<file path="src/verilog/lsq_pkg.sv">
// Load/store queue package with shared widths, ID count and the address hash rule
package lsq_pkg;

    //////////////////////////////
    // Widths
    //////////////////////////////

    // Request ID space, also the default load queue depth
    localparam int unsigned ID_COUNT = 8;

    // Hash used for load/store alias checks
    localparam int unsigned HASH_W = 5;

    // Byte address of a request
    typedef logic [31:0] addr_t;

    // Store data and its byte enables
    typedef logic [31:0] data_t;
    typedef logic [3:0] be_t;

    // Access size and sign, passed through untouched
    typedef logic [2:0] fn3_t;

    typedef logic [$clog2(ID_COUNT)-1:0] id_t;
    typedef logic [HASH_W-1:0] hash_t;

    //////////////////////////////
    // Hash rule
    //////////////////////////////

    // Word granularity, so bits 1..0 play no part
    // Equal hashes are treated as a possible alias
    function automatic hash_t addr_hash(input addr_t addr);
        hash_t lo;
        hash_t hi;
        lo = addr[6:2];
        hi = addr[11:7];
        return lo ^ hi;
    endfunction

endpackage

</file>
<file path="src/verilog/lsq_entry_if.sv">
// Request entry bus from the intake stage to the load and store queues
`timescale 1ns/1ps

interface lsq_entry_if #(
    parameter int unsigned SQ_DEPTH = 4
);

    // One-cycle write strobes, never both high
    logic push_load;
    logic push_store;

    // Registered request fields
    lsq_pkg::addr_t addr;
    lsq_pkg::hash_t hash;
    lsq_pkg::fn3_t fn3;
    lsq_pkg::id_t id;
    lsq_pkg::data_t data;
    lsq_pkg::be_t be;

    // Store slots a load may alias, one bit per store queue slot
    logic [SQ_DEPTH-1:0] conflicts;

    // Intake side
    modport source (
        output push_load, push_store, addr, hash, fn3, id, data, be, conflicts
    );

    // Queue side
    modport sink (
        input push_load, push_store, addr, hash, fn3, id, data, be, conflicts
    );

endinterface

</file>
<file path="src/verilog/lsq_intake.sv">
// Intake stage that registers a request, hashes its address and raises full
`timescale 1ns/1ps

module lsq_intake #(
    parameter int unsigned SQ_DEPTH = 4,
    parameter int unsigned LQ_DEPTH = lsq_pkg::ID_COUNT
) (
    input logic clk,
    input logic rst_n,

    // Request side
    input logic push,
    input logic store,
    input lsq_pkg::addr_t addr,
    input lsq_pkg::fn3_t fn3,
    input lsq_pkg::id_t id,
    input lsq_pkg::data_t data,
    input lsq_pkg::be_t be,

    // Queue occupancy
    input logic [$clog2(SQ_DEPTH+1)-1:0] sq_count,
    input logic [$clog2(LQ_DEPTH+1)-1:0] lq_count,

    // Store queue lookup result for the registered hash
    input logic [SQ_DEPTH-1:0] match,

    output logic full,
    lsq_entry_if.source entry
);

    localparam int unsigned SQ_CW = $clog2(SQ_DEPTH + 1);
    localparam int unsigned LQ_CW = $clog2(LQ_DEPTH + 1);

    logic sq_near_full;
    logic lq_near_full;
    logic sq_at_full;
    logic lq_at_full;

    //////////////////////////////
    // Intake register
    //////////////////////////////

    // Strobes follow push every cycle
    always_ff @(posedge clk or negedge rst_n) begin
        if (!rst_n) begin
            entry.push_load <= 1'b0;
            entry.push_store <= 1'b0;
        end else begin
            entry.push_load <= push & ~store;
            entry.push_store <= push & store;
        end
    end

    // Payload only moves on a push
    always_ff @(posedge clk) begin
        if (push) begin
            entry.addr <= addr;
            entry.hash <= lsq_pkg::addr_hash(addr);
            entry.fn3 <= fn3;
            entry.id <= id;
            entry.data <= data;
            entry.be <= be;
        end
    end

    // Loads take a snapshot of every queued store with the same hash
    // Taken while the load sits here, so all older stores are already queued
    assign entry.conflicts = entry.push_load ? match : '0;

    //////////////////////////////
    // Full
    //////////////////////////////

    // Last free slot already claimed by the entry held here
    assign sq_near_full = entry.push_store & (sq_count >= SQ_CW'(SQ_DEPTH - 1));
    assign lq_near_full = entry.push_load & (lq_count >= LQ_CW'(LQ_DEPTH - 1));

    // Either queue full right now
    assign sq_at_full = (sq_count == SQ_CW'(SQ_DEPTH));
    assign lq_at_full = (lq_count == LQ_CW'(LQ_DEPTH));

    assign full = sq_near_full | lq_near_full | sq_at_full | lq_at_full;

    // Source must respect back-pressure
    a_no_push_when_full : assert property (
        @(posedge clk) disable iff (!rst_n) push |-> !full
    ) else $error("push while full");

endmodule

</file>
<file path="src/verilog/store_queue.sv">
// Store queue, a circular buffer whose stores wait for retire before issue
`timescale 1ns/1ps

module store_queue #(
    parameter int unsigned SQ_DEPTH = 4
) (
    input logic clk,
    input logic rst_n,

    lsq_entry_if.sink entry,

    // Alias lookup for a load in the intake register
    input lsq_pkg::hash_t lookup_hash,
    output logic [SQ_DEPTH-1:0] match,

    // Retire release
    input logic retire_valid,
    input lsq_pkg::id_t retire_id,

    // Issue side
    input logic store_pop,
    output logic store_valid,
    output logic sq_full,
    output logic sq_empty,
    output logic [$clog2(SQ_DEPTH+1)-1:0] count,
    output lsq_pkg::addr_t head_addr,
    output lsq_pkg::data_t head_data,
    output lsq_pkg::be_t head_be,
    output lsq_pkg::fn3_t head_fn3,
    output lsq_pkg::id_t head_id,

    // Freed slot, clears load conflict bits
    output logic store_popped,
    output logic [((SQ_DEPTH > 1) ? $clog2(SQ_DEPTH) : 1)-1:0] popped_slot
);

    localparam int unsigned PTR_W = (SQ_DEPTH > 1) ? $clog2(SQ_DEPTH) : 1;
    localparam int unsigned CNT_W = $clog2(SQ_DEPTH + 1);

    // Slot control
    logic [SQ_DEPTH-1:0] valid;
    logic [SQ_DEPTH-1:0] released;
    logic [SQ_DEPTH-1:0] retire_hit;

    // Slot payload
    lsq_pkg::hash_t slot_hash [SQ_DEPTH];
    lsq_pkg::addr_t slot_addr [SQ_DEPTH];
    lsq_pkg::data_t slot_data [SQ_DEPTH];
    lsq_pkg::be_t slot_be [SQ_DEPTH];
    lsq_pkg::fn3_t slot_fn3 [SQ_DEPTH];
    lsq_pkg::id_t slot_id [SQ_DEPTH];

    logic [PTR_W-1:0] head;
    logic [PTR_W-1:0] tail;
    logic push_retired;

    //////////////////////////////
    // Retire and lookup
    //////////////////////////////

    always_comb begin
        for (int i = 0; i < SQ_DEPTH; i++) begin
            retire_hit[i] = retire_valid & valid[i] & (slot_id[i] == retire_id);
            // Any occupied slot counts, released or not
            match[i] = valid[i] & (slot_hash[i] == lookup_hash);
        end
    end

    // Retire that lands while the store is still in the intake register
    assign push_retired = retire_valid & (entry.id == retire_id);

    //////////////////////////////
    // Pointers and slot control
    //////////////////////////////

    always_ff @(posedge clk or negedge rst_n) begin
        if (!rst_n) begin
            valid <= '0;
            released <= '0;
            head <= '0;
            tail <= '0;
            count <= '0;
        end else begin
            for (int i = 0; i < SQ_DEPTH; i++) begin
                if (retire_hit[i])
                    released[i] <= 1'b1;
            end
            if (entry.push_store) begin
                valid[tail] <= 1'b1;
                released[tail] <= push_retired;
                tail <= (tail == PTR_W'(SQ_DEPTH - 1)) ? '0 : tail + 1'b1;
            end
            // Head only, in program order
            if (store_pop) begin
                valid[head] <= 1'b0;
                released[head] <= 1'b0;
                head <= (head == PTR_W'(SQ_DEPTH - 1)) ? '0 : head + 1'b1;
            end
            case ({entry.push_store, store_pop})
                2'b10: count <= count + 1'b1;
                2'b01: count <= count - 1'b1;
                default: count <= count;
            endcase
        end
    end

    // Slot payload written at the tail
    always_ff @(posedge clk) begin
        if (entry.push_store) begin
            slot_hash[tail] <= entry.hash;
            slot_addr[tail] <= entry.addr;
            slot_data[tail] <= entry.data;
            slot_be[tail] <= entry.be;
            slot_fn3[tail] <= entry.fn3;
            slot_id[tail] <= entry.id;
        end
    end

    //////////////////////////////
    // Head outputs
    //////////////////////////////

    assign store_valid = valid[head] & released[head];
    assign sq_full = (count == CNT_W'(SQ_DEPTH));
    assign sq_empty = (count == '0);

    assign head_addr = slot_addr[head];
    assign head_data = slot_data[head];
    assign head_be = slot_be[head];
    assign head_fn3 = slot_fn3[head];
    assign head_id = slot_id[head];

    assign store_popped = store_pop;
    assign popped_slot = head;

    // Issue stage must never take an unretired store
    a_pop_released : assert property (
        @(posedge clk) disable iff (!rst_n) store_pop |-> valid[head] && released[head]
    ) else $error("store popped before release");

    // Intake full must hold back a store the queue cannot take
    a_push_not_full : assert property (
        @(posedge clk) disable iff (!rst_n) entry.push_store |-> !sq_full
    ) else $error("store pushed into full queue");

endmodule

</file>
<file path="src/verilog/load_queue.sv">
// Load queue, an in-order FIFO whose entries wait on their store conflicts
`timescale 1ns/1ps

module load_queue #(
    parameter int unsigned SQ_DEPTH = 4,
    parameter int unsigned LQ_DEPTH = lsq_pkg::ID_COUNT
) (
    input logic clk,
    input logic rst_n,

    lsq_entry_if.sink entry,

    // Store leaving the store queue
    input logic store_popped,
    input logic [((SQ_DEPTH > 1) ? $clog2(SQ_DEPTH) : 1)-1:0] popped_slot,

    // Issue side
    input logic load_pop,
    output logic load_valid,
    output logic lq_empty,
    output logic [$clog2(LQ_DEPTH+1)-1:0] count,
    output lsq_pkg::addr_t head_addr,
    output lsq_pkg::fn3_t head_fn3,
    output lsq_pkg::id_t head_id
);

    localparam int unsigned PTR_W = (LQ_DEPTH > 1) ? $clog2(LQ_DEPTH) : 1;

    // Per-entry store conflicts, only ever clear once written
    logic [SQ_DEPTH-1:0] conflicts [LQ_DEPTH];
    logic [SQ_DEPTH-1:0] clear_mask;

    // Entry payload
    lsq_pkg::addr_t lq_addr [LQ_DEPTH];
    lsq_pkg::fn3_t lq_fn3 [LQ_DEPTH];
    lsq_pkg::id_t lq_id [LQ_DEPTH];

    logic [PTR_W-1:0] head;
    logic [PTR_W-1:0] tail;

    // Bit of the slot freed this cycle
    assign clear_mask = store_popped ? (SQ_DEPTH'(1) << popped_slot) : '0;

    always_ff @(posedge clk or negedge rst_n) begin
        if (!rst_n) begin
            for (int i = 0; i < LQ_DEPTH; i++)
                conflicts[i] <= '0;
            head <= '0;
            tail <= '0;
            count <= '0;
        end else begin
            for (int i = 0; i < LQ_DEPTH; i++)
                conflicts[i] <= conflicts[i] & ~clear_mask;
            // New load also drops a store leaving in the same cycle
            if (entry.push_load) begin
                conflicts[tail] <= entry.conflicts & ~clear_mask;
                tail <= (tail == PTR_W'(LQ_DEPTH - 1)) ? '0 : tail + 1'b1;
            end
            if (load_pop)
                head <= (head == PTR_W'(LQ_DEPTH - 1)) ? '0 : head + 1'b1;
            case ({entry.push_load, load_pop})
                2'b10: count <= count + 1'b1;
                2'b01: count <= count - 1'b1;
                default: count <= count;
            endcase
        end
    end

    always_ff @(posedge clk) begin
        if (entry.push_load) begin
            lq_addr[tail] <= entry.addr;
            lq_fn3[tail] <= entry.fn3;
            lq_id[tail] <= entry.id;
        end
    end

    // Head ready once every aliasing store is gone
    assign lq_empty = (count == '0);
    assign load_valid = ~lq_empty & ~|conflicts[head];

    assign head_addr = lq_addr[head];
    assign head_fn3 = lq_fn3[head];
    assign head_id = lq_id[head];

    // Issue stage takes only a ready head
    a_pop_valid : assert property (
        @(posedge clk) disable iff (!rst_n) load_pop |-> load_valid
    ) else $error("load popped while not valid");

endmodule

</file>
<file path="src/verilog/lsq_issue.sv">
// Issue stage that picks a load or a store for the memory port
`timescale 1ns/1ps

module lsq_issue (
    input logic clk,
    input logic rst_n,

    // Queue status
    input logic load_valid,
    input logic store_valid,
    input logic sq_full,

    // Load head
    input lsq_pkg::addr_t load_addr,
    input lsq_pkg::fn3_t load_fn3,
    input lsq_pkg::id_t load_id,

    // Store head
    input lsq_pkg::addr_t store_addr,
    input lsq_pkg::data_t store_data,
    input lsq_pkg::be_t store_be,
    input lsq_pkg::fn3_t store_fn3,
    input lsq_pkg::id_t store_id,

    input logic issue_ack,
    output logic load_pop,
    output logic store_pop,

    // Memory side
    output logic issue_valid,
    output logic issue_store,
    output lsq_pkg::addr_t issue_addr,
    output lsq_pkg::fn3_t issue_fn3,
    output lsq_pkg::id_t issue_id,
    output lsq_pkg::data_t issue_data,
    output lsq_pkg::be_t issue_be
);

    logic sel_store;

    // Loads first, unless a full store queue needs draining
    assign sel_store = store_valid & (~load_valid | sq_full);

    assign issue_valid = load_valid | store_valid;
    assign issue_store = sel_store;

    assign issue_addr = sel_store ? store_addr : load_addr;
    assign issue_fn3 = sel_store ? store_fn3 : load_fn3;
    assign issue_id = sel_store ? store_id : load_id;

    // No payload on a load
    assign issue_data = sel_store ? store_data : '0;
    assign issue_be = sel_store ? store_be : '0;

    // Ack pops whichever head was shown
    assign load_pop = issue_ack & ~sel_store;
    assign store_pop = issue_ack & sel_store;

    // Memory side acks only an offered operation
    a_ack_with_valid : assert property (
        @(posedge clk) disable iff (!rst_n) issue_ack |-> issue_valid
    ) else $error("issue_ack without issue_valid");

endmodule

</file>
<file path="src/verilog/lsq_top.sv">
// Load/store queue top level joining intake, both queues and issue
`timescale 1ns/1ps

module lsq_top #(
    parameter int unsigned SQ_DEPTH = 4,
    parameter int unsigned LQ_DEPTH = lsq_pkg::ID_COUNT
) (
    input logic clk,
    input logic rst_n,

    // Request side
    input logic push,
    input logic store,
    input lsq_pkg::addr_t addr,
    input lsq_pkg::fn3_t fn3,
    input lsq_pkg::id_t id,
    input lsq_pkg::data_t data,
    input lsq_pkg::be_t be,
    output logic full,

    // Retire
    input logic retire_valid,
    input lsq_pkg::id_t retire_id,

    // Memory side
    input logic issue_ack,
    output logic issue_valid,
    output logic issue_store,
    output lsq_pkg::addr_t issue_addr,
    output lsq_pkg::fn3_t issue_fn3,
    output lsq_pkg::id_t issue_id,
    output lsq_pkg::data_t issue_data,
    output lsq_pkg::be_t issue_be,
    output logic empty
);

    localparam int unsigned SQ_PTR_W = (SQ_DEPTH > 1) ? $clog2(SQ_DEPTH) : 1;

    lsq_entry_if #(.SQ_DEPTH(SQ_DEPTH)) entry_bus ();

    // Store queue status and head
    logic [SQ_DEPTH-1:0] match;
    logic [$clog2(SQ_DEPTH+1)-1:0] sq_count;
    logic store_valid, sq_full, sq_empty, store_pop, store_popped;
    logic [SQ_PTR_W-1:0] popped_slot;
    lsq_pkg::addr_t sq_addr;
    lsq_pkg::data_t sq_data;
    lsq_pkg::be_t sq_be;
    lsq_pkg::fn3_t sq_fn3;
    lsq_pkg::id_t sq_id;

    // Load queue status and head
    logic [$clog2(LQ_DEPTH+1)-1:0] lq_count;
    logic load_valid, lq_empty, load_pop;
    lsq_pkg::addr_t lq_addr;
    lsq_pkg::fn3_t lq_fn3;
    lsq_pkg::id_t lq_id;

    //////////////////////////////
    // Stages
    //////////////////////////////

    lsq_intake #(.SQ_DEPTH(SQ_DEPTH), .LQ_DEPTH(LQ_DEPTH)) i_intake (
        .clk(clk), .rst_n(rst_n), .push(push), .store(store), .addr(addr), .fn3(fn3),
        .id(id), .data(data), .be(be), .sq_count(sq_count), .lq_count(lq_count),
        .match(match), .full(full), .entry(entry_bus.source)
    );

    // Lookup uses the hash held in the intake register
    store_queue #(.SQ_DEPTH(SQ_DEPTH)) i_store_queue (
        .clk(clk), .rst_n(rst_n), .entry(entry_bus.sink), .lookup_hash(entry_bus.hash),
        .match(match), .retire_valid(retire_valid), .retire_id(retire_id),
        .store_pop(store_pop), .store_valid(store_valid), .sq_full(sq_full),
        .sq_empty(sq_empty), .count(sq_count), .head_addr(sq_addr), .head_data(sq_data),
        .head_be(sq_be), .head_fn3(sq_fn3), .head_id(sq_id),
        .store_popped(store_popped), .popped_slot(popped_slot)
    );

    load_queue #(.SQ_DEPTH(SQ_DEPTH), .LQ_DEPTH(LQ_DEPTH)) i_load_queue (
        .clk(clk), .rst_n(rst_n), .entry(entry_bus.sink), .store_popped(store_popped),
        .popped_slot(popped_slot), .load_pop(load_pop), .load_valid(load_valid),
        .lq_empty(lq_empty), .count(lq_count), .head_addr(lq_addr), .head_fn3(lq_fn3),
        .head_id(lq_id)
    );

    lsq_issue i_issue (
        .clk(clk), .rst_n(rst_n), .load_valid(load_valid), .store_valid(store_valid),
        .sq_full(sq_full), .load_addr(lq_addr), .load_fn3(lq_fn3), .load_id(lq_id),
        .store_addr(sq_addr), .store_data(sq_data), .store_be(sq_be), .store_fn3(sq_fn3),
        .store_id(sq_id), .issue_ack(issue_ack), .load_pop(load_pop), .store_pop(store_pop),
        .issue_valid(issue_valid), .issue_store(issue_store), .issue_addr(issue_addr),
        .issue_fn3(issue_fn3), .issue_id(issue_id), .issue_data(issue_data),
        .issue_be(issue_be)
    );

    // Nothing queued and nothing in the intake register
    assign empty = lq_empty & sq_empty & ~(entry_bus.push_load | entry_bus.push_store);

endmodule

</file>
<file path="config.mk">
export PLATFORM = sky130hd
export DESIGN_NAME = lsq_top
export DESIGN_NICKNAME = d
export VERILOG_FILES = /design/src/verilog/lsq_pkg.sv /design/src/verilog/lsq_entry_if.sv /design/src/verilog/lsq_intake.sv /design/src/verilog/store_queue.sv /design/src/verilog/load_queue.sv /design/src/verilog/lsq_issue.sv /design/src/verilog/lsq_top.sv
export SDC_FILE = /design/constraint.sdc
export NUM_CORES = 1
export LEC_CHECK = 0
export ABC_AREA = 1
export BUFFER_PORTS_ARGS = -buffer_cell sky130_fd_sc_hd__buf_4
export CAP_MARGIN = 20
export CORE_ASPECT_RATIO = 0.5
export CORE_MARGIN = 3
export CORE_UTILIZATION = 44
export CTS_BUF_LIST = sky130_fd_sc_hd__clkbuf_2
export DETAILED_ROUTE_END_ITERATION = 16
export GPL_TIMING_DRIVEN = 0
export PLACE_DENSITY = 0.58
export SYNTH_ARGS = -nofsm -noshare
export SYNTH_HDL_FRONTEND = slang
export SYNTH_SLANG_ARGS = --single-unit
export TNS_END_PERCENT = 100
</file>
<file path="constraint.sdc">
create_clock -name clk -period 5.4 [get_ports clk]
set_input_delay 1.62 -clock clk [delete_from_list [all_inputs] [get_ports clk]]
set_output_delay 1.62 -clock clk [all_outputs]
set_load 0.02 [all_outputs]
</file>
==> results.txt <==
Run status: finished clean
Synthesized Nets: 2590
Router iterations before antenna repair: 5
Count of H-tree levels built during CTS: 4
Clock latency on the worst-skew pair: 1.26 ns
# DRC: 0
First-pass GRT wire length: 120.2 mm
Final setup violating endpoints: 0
Share of layout cells above drive strength 1: 18.56%
Switching Share: 41.26%
Total of max-cap violations: 0
Portion of netlist area occupied by mux cells: 0%
Post-synthesis xor/xnor area fraction: 0.5810%
Fmax: 192.7 MHz
Max VDD drop: 0.0002382 V
Die area: 71890 sq um
# IOs: 161
Antenna violations before repair: 4
Floorplan die width: 376.2 microns
Buffers added on ports: 157
Actual transition at the worst max-transition pin: 0.9768 ns
Library cell contributing the largest single delay on the critical path: sky130_fd_sc_hd__dfrtp_2
P_leak: 0.01324 uW
CP endpoint kind: primary output
Power Dens Cells: 522.1 nW/um^2
Total of flip-flops plus latches after synthesis: 758
Worst-path clk slew: 0.13 ns
Switching power total: 7437 uW
Startpoint Class: flop
Rows: 67
Inserted Clock Buffers: 168
Syn Area/Cell: 12.11 sq um
Cell Area, Synth: 30150 sq um
Bufs on Longest Clock Path: 3
Post-detailed-routing wire length: 81.36 mm
Clock Skew: 0.08225 ns
Crit share post-route: 96.11%
Arrival time at the worst endpoint: 3.57 ns
Hold-fix buffer count after cts: 0
Clk root buf: sky130_fd_sc_hd__clkbuf_2
Classification of the worst-slack hold path: in2async
Top library cells by usage in the layout, fill and taps aside: 699 x sky130_fd_sc_hd__edfxtp_1, 492 x sky130_fd_sc_hd__nand2_1, 379 x sky130_fd_sc_hd__nor2_1, 299 x sky130_fd_sc_hd__clkbuf_2, 254 x sky130_fd_sc_hd__o21ai_0
GRT Resource Usage Total: 22.57%
Int Pwr: 10590 uW
Core area: 67400 sq um
Maximum number of pins on one net before global-route repair: 60
Largest family of logic cells by synthesized area: simple AND/OR/NAND/NOR gates
Final total negative setup slack: 0 ns
Die Span Y: 191.1 microns
Register area: 22470 sq um
Post-synthesis share of cell area spent on and, or, nand and nor gates: 15.15%
Number of sinks handled by clock tree synthesis: 758
Commonest non-fill, non-tap cell in the layout: sky130_fd_sc_hd__edfxtp_1
Via count of the first global-routing pass: 19345
Cell seen most often among critical-path stages: sky130_fd_sc_hd__nand2_1
Iteration-0 DRC Markers: 1905
Flop pwr share: 40.4%
Clock tree from TritonCTS: built
Adder-Cell Fraction of Synth Area: 0.7304%
Synthesized instance count: 2490
Sequential-to-total area share from yosys stat: 74.52%
Final number of hold-violating endpoints: 0
Tightest hold margin: 0.4334 ns
Synth Area in Compound Gates: 6.026%
GRT overflow: 0
Via count normalized by instance count: 5.265
Classification of the worst setup path: reg2out
Antenna Nets Post-Route: 0
Post-detailed-route wirelength per cell: 21.05 microns
Final HPWL from detailed placement: 50.75 mm
Fill cells: 6020
Final layout net count: 2937
Final estimated routing congestion in global placement: 0.8013
Area overhead of the layout relative to synthesis: 14.52%
Number of buffers and inverters on the critical path: 4
Maximum fanout encountered on the critical timing path: 10
Final max-slew violation count: 0
Ordered list of cells on the worst path: clkbuf_4 > clkbuf_4 > clkbuf_2 > o21ai_0 > nand2_1 > nand2_1 > nand2_1 > buf_4
WP depth: 8
Crit path time final: 5.190 ns
Clock share of power: 20.5%
Number of warning messages in the yosys log: 0
Multi-input logic area: 6815 sq um
Required arrival time at the worst endpoint: 3.78 ns
Routed vias: 20349
Initial core utilization: 44.73%
Number of distinct library cells after synthesis: 31
Worst slew margin relative to its limit: 34.66%
Combinational group share of total power: 39.1%
Top Family by Delay on Critical Path: buffers and inverters
Worst-case reg-to-reg path depth: 19
Total Power Consumption: 18020 uW
Peak per-stage delay on the critical path: 0.50 ns
[sequential cells by signal, summed over array words and instances, names as in the netlist, 5 cells and up]
register,cells
i_intake.entry.hash,5
i_intake.entry.data,32
i_load_queue.lq_addr,256
i_store_queue.slot_fn3,12
i_store_queue.slot_be,16
i_load_queue.conflicts,32
i_store_queue.slot_hash,20
i_store_queue.slot_data,128
i_intake.entry.addr,32
i_store_queue.slot_id,12
i_store_queue.slot_addr,128
i_load_queue.lq_fn3,24
i_load_queue.lq_id,24
[power by group through the flow]
stage	Sequential (uW)	Clock, uW	Combinational (uW)
floorplan	7300	0	3970
global placement	7430	0	6770
detailed placement	7400	0	6890
CTS	7270	3780	7020
global route	7340	4110	7670
finish	7290	3690	7040
[cells in the mapped netlist (all sizes together)]
library cell	n	share of area, %
nor3	2	0.033
inv	97	1.2
dfrtp	59	4.9
nand3b	5	0.12
o21ai	255	4.2
or2	5	0.10
clkbuf	96	1.2
nand3	208	3.5
xnor2	8	0.23
a211oi	4	0.10
nor4	3	0.062
a31oi	2	0.062
ha	16	0.66
a31o	1	0.029
xor2	12	0.35
fa	1	0.066
buf	35	0.59
edfxtp	699	70
o22ai	36	0.75
o211ai	1	0.025
nand2	495	6.2
nor2	379	4.7
a21oi	50	0.83
nand4	21	0.49
[path summary, 6_finish.rpt]
kind / start / end / slack, ns
worst max-delay path: i_store_queue.popped_slot[0] / issue_id[2] / 0.21
worst min-delay path: rst_n / i_load_queue.conflicts[9] / 0.43
worst max register to register: i_load_queue.head[0] / i_load_queue.count[2] / 2.08
worst min register to register: i_intake.entry.data[6] / i_store_queue.slot_data[0][6] / 0.49
max in group asynchronous: rst_n / i_load_queue.head[0] / 4.36
min in group clk: i_intake.entry.data[6] / i_store_queue.slot_data[0][6] / 0.49
[logic make-up after synthesis]
family,after synthesis
adders and majority gates,17
buffers and inverters,228
AOI/OAI and AO/OA,349
DFF,758
and+or+nand+nor,1118
xor gates and xnor gates,20
[final cells by class]
cell class	instances	area share (%)
well taps	897	3.251
repair buffers	179	4.508
multi-input cells	1504	19.74
flip-flops and latches	758	65.08
inverters	97	1.105
plain buffers	129	1.834
diodes	4	0.02899
clock inverters	36	0.6704
clock buffers	261	3.783
[what timing repair did]
| item | CTS | global route |
|---|---|---|
| setup endpoints to repair | 75 | 60 |
| pin swaps | 0 | 1 |
| setup buffers | 6 | 3 |
| gates resized for setup | 54 | 24 |
[routing by layer]
layer / global-route usage [%] / wire (microns) / vias up
met5: 0 / 0 / -
met3: 4.978 / 6324 / 126
met4: 7.667 / 2029 / 0
met1: 32.61 / 36860 / 9931
met2: 33.99 / 36150 / 780
li1: - / - / 9512
[through the flow]
step / setup WS (ns) / cells / utilization (%) / area [sq um]
after floorplan: 1.909 / 2490 / - / 30150
after global placement: 0.5056 / 3544 / 48.15 / 32450
after detailed placement: 0.5352 / 3557 / 48.60 / 32760
after CTS: 0.002447 / 3859 / 51.11 / 34450
after global routing: -0.03579 / 3865 / 51.23 / 34530
final: 0.2102 / 3865 / 51.23 / 34530
Note: power is estimated with default switching activity, not from simulation.
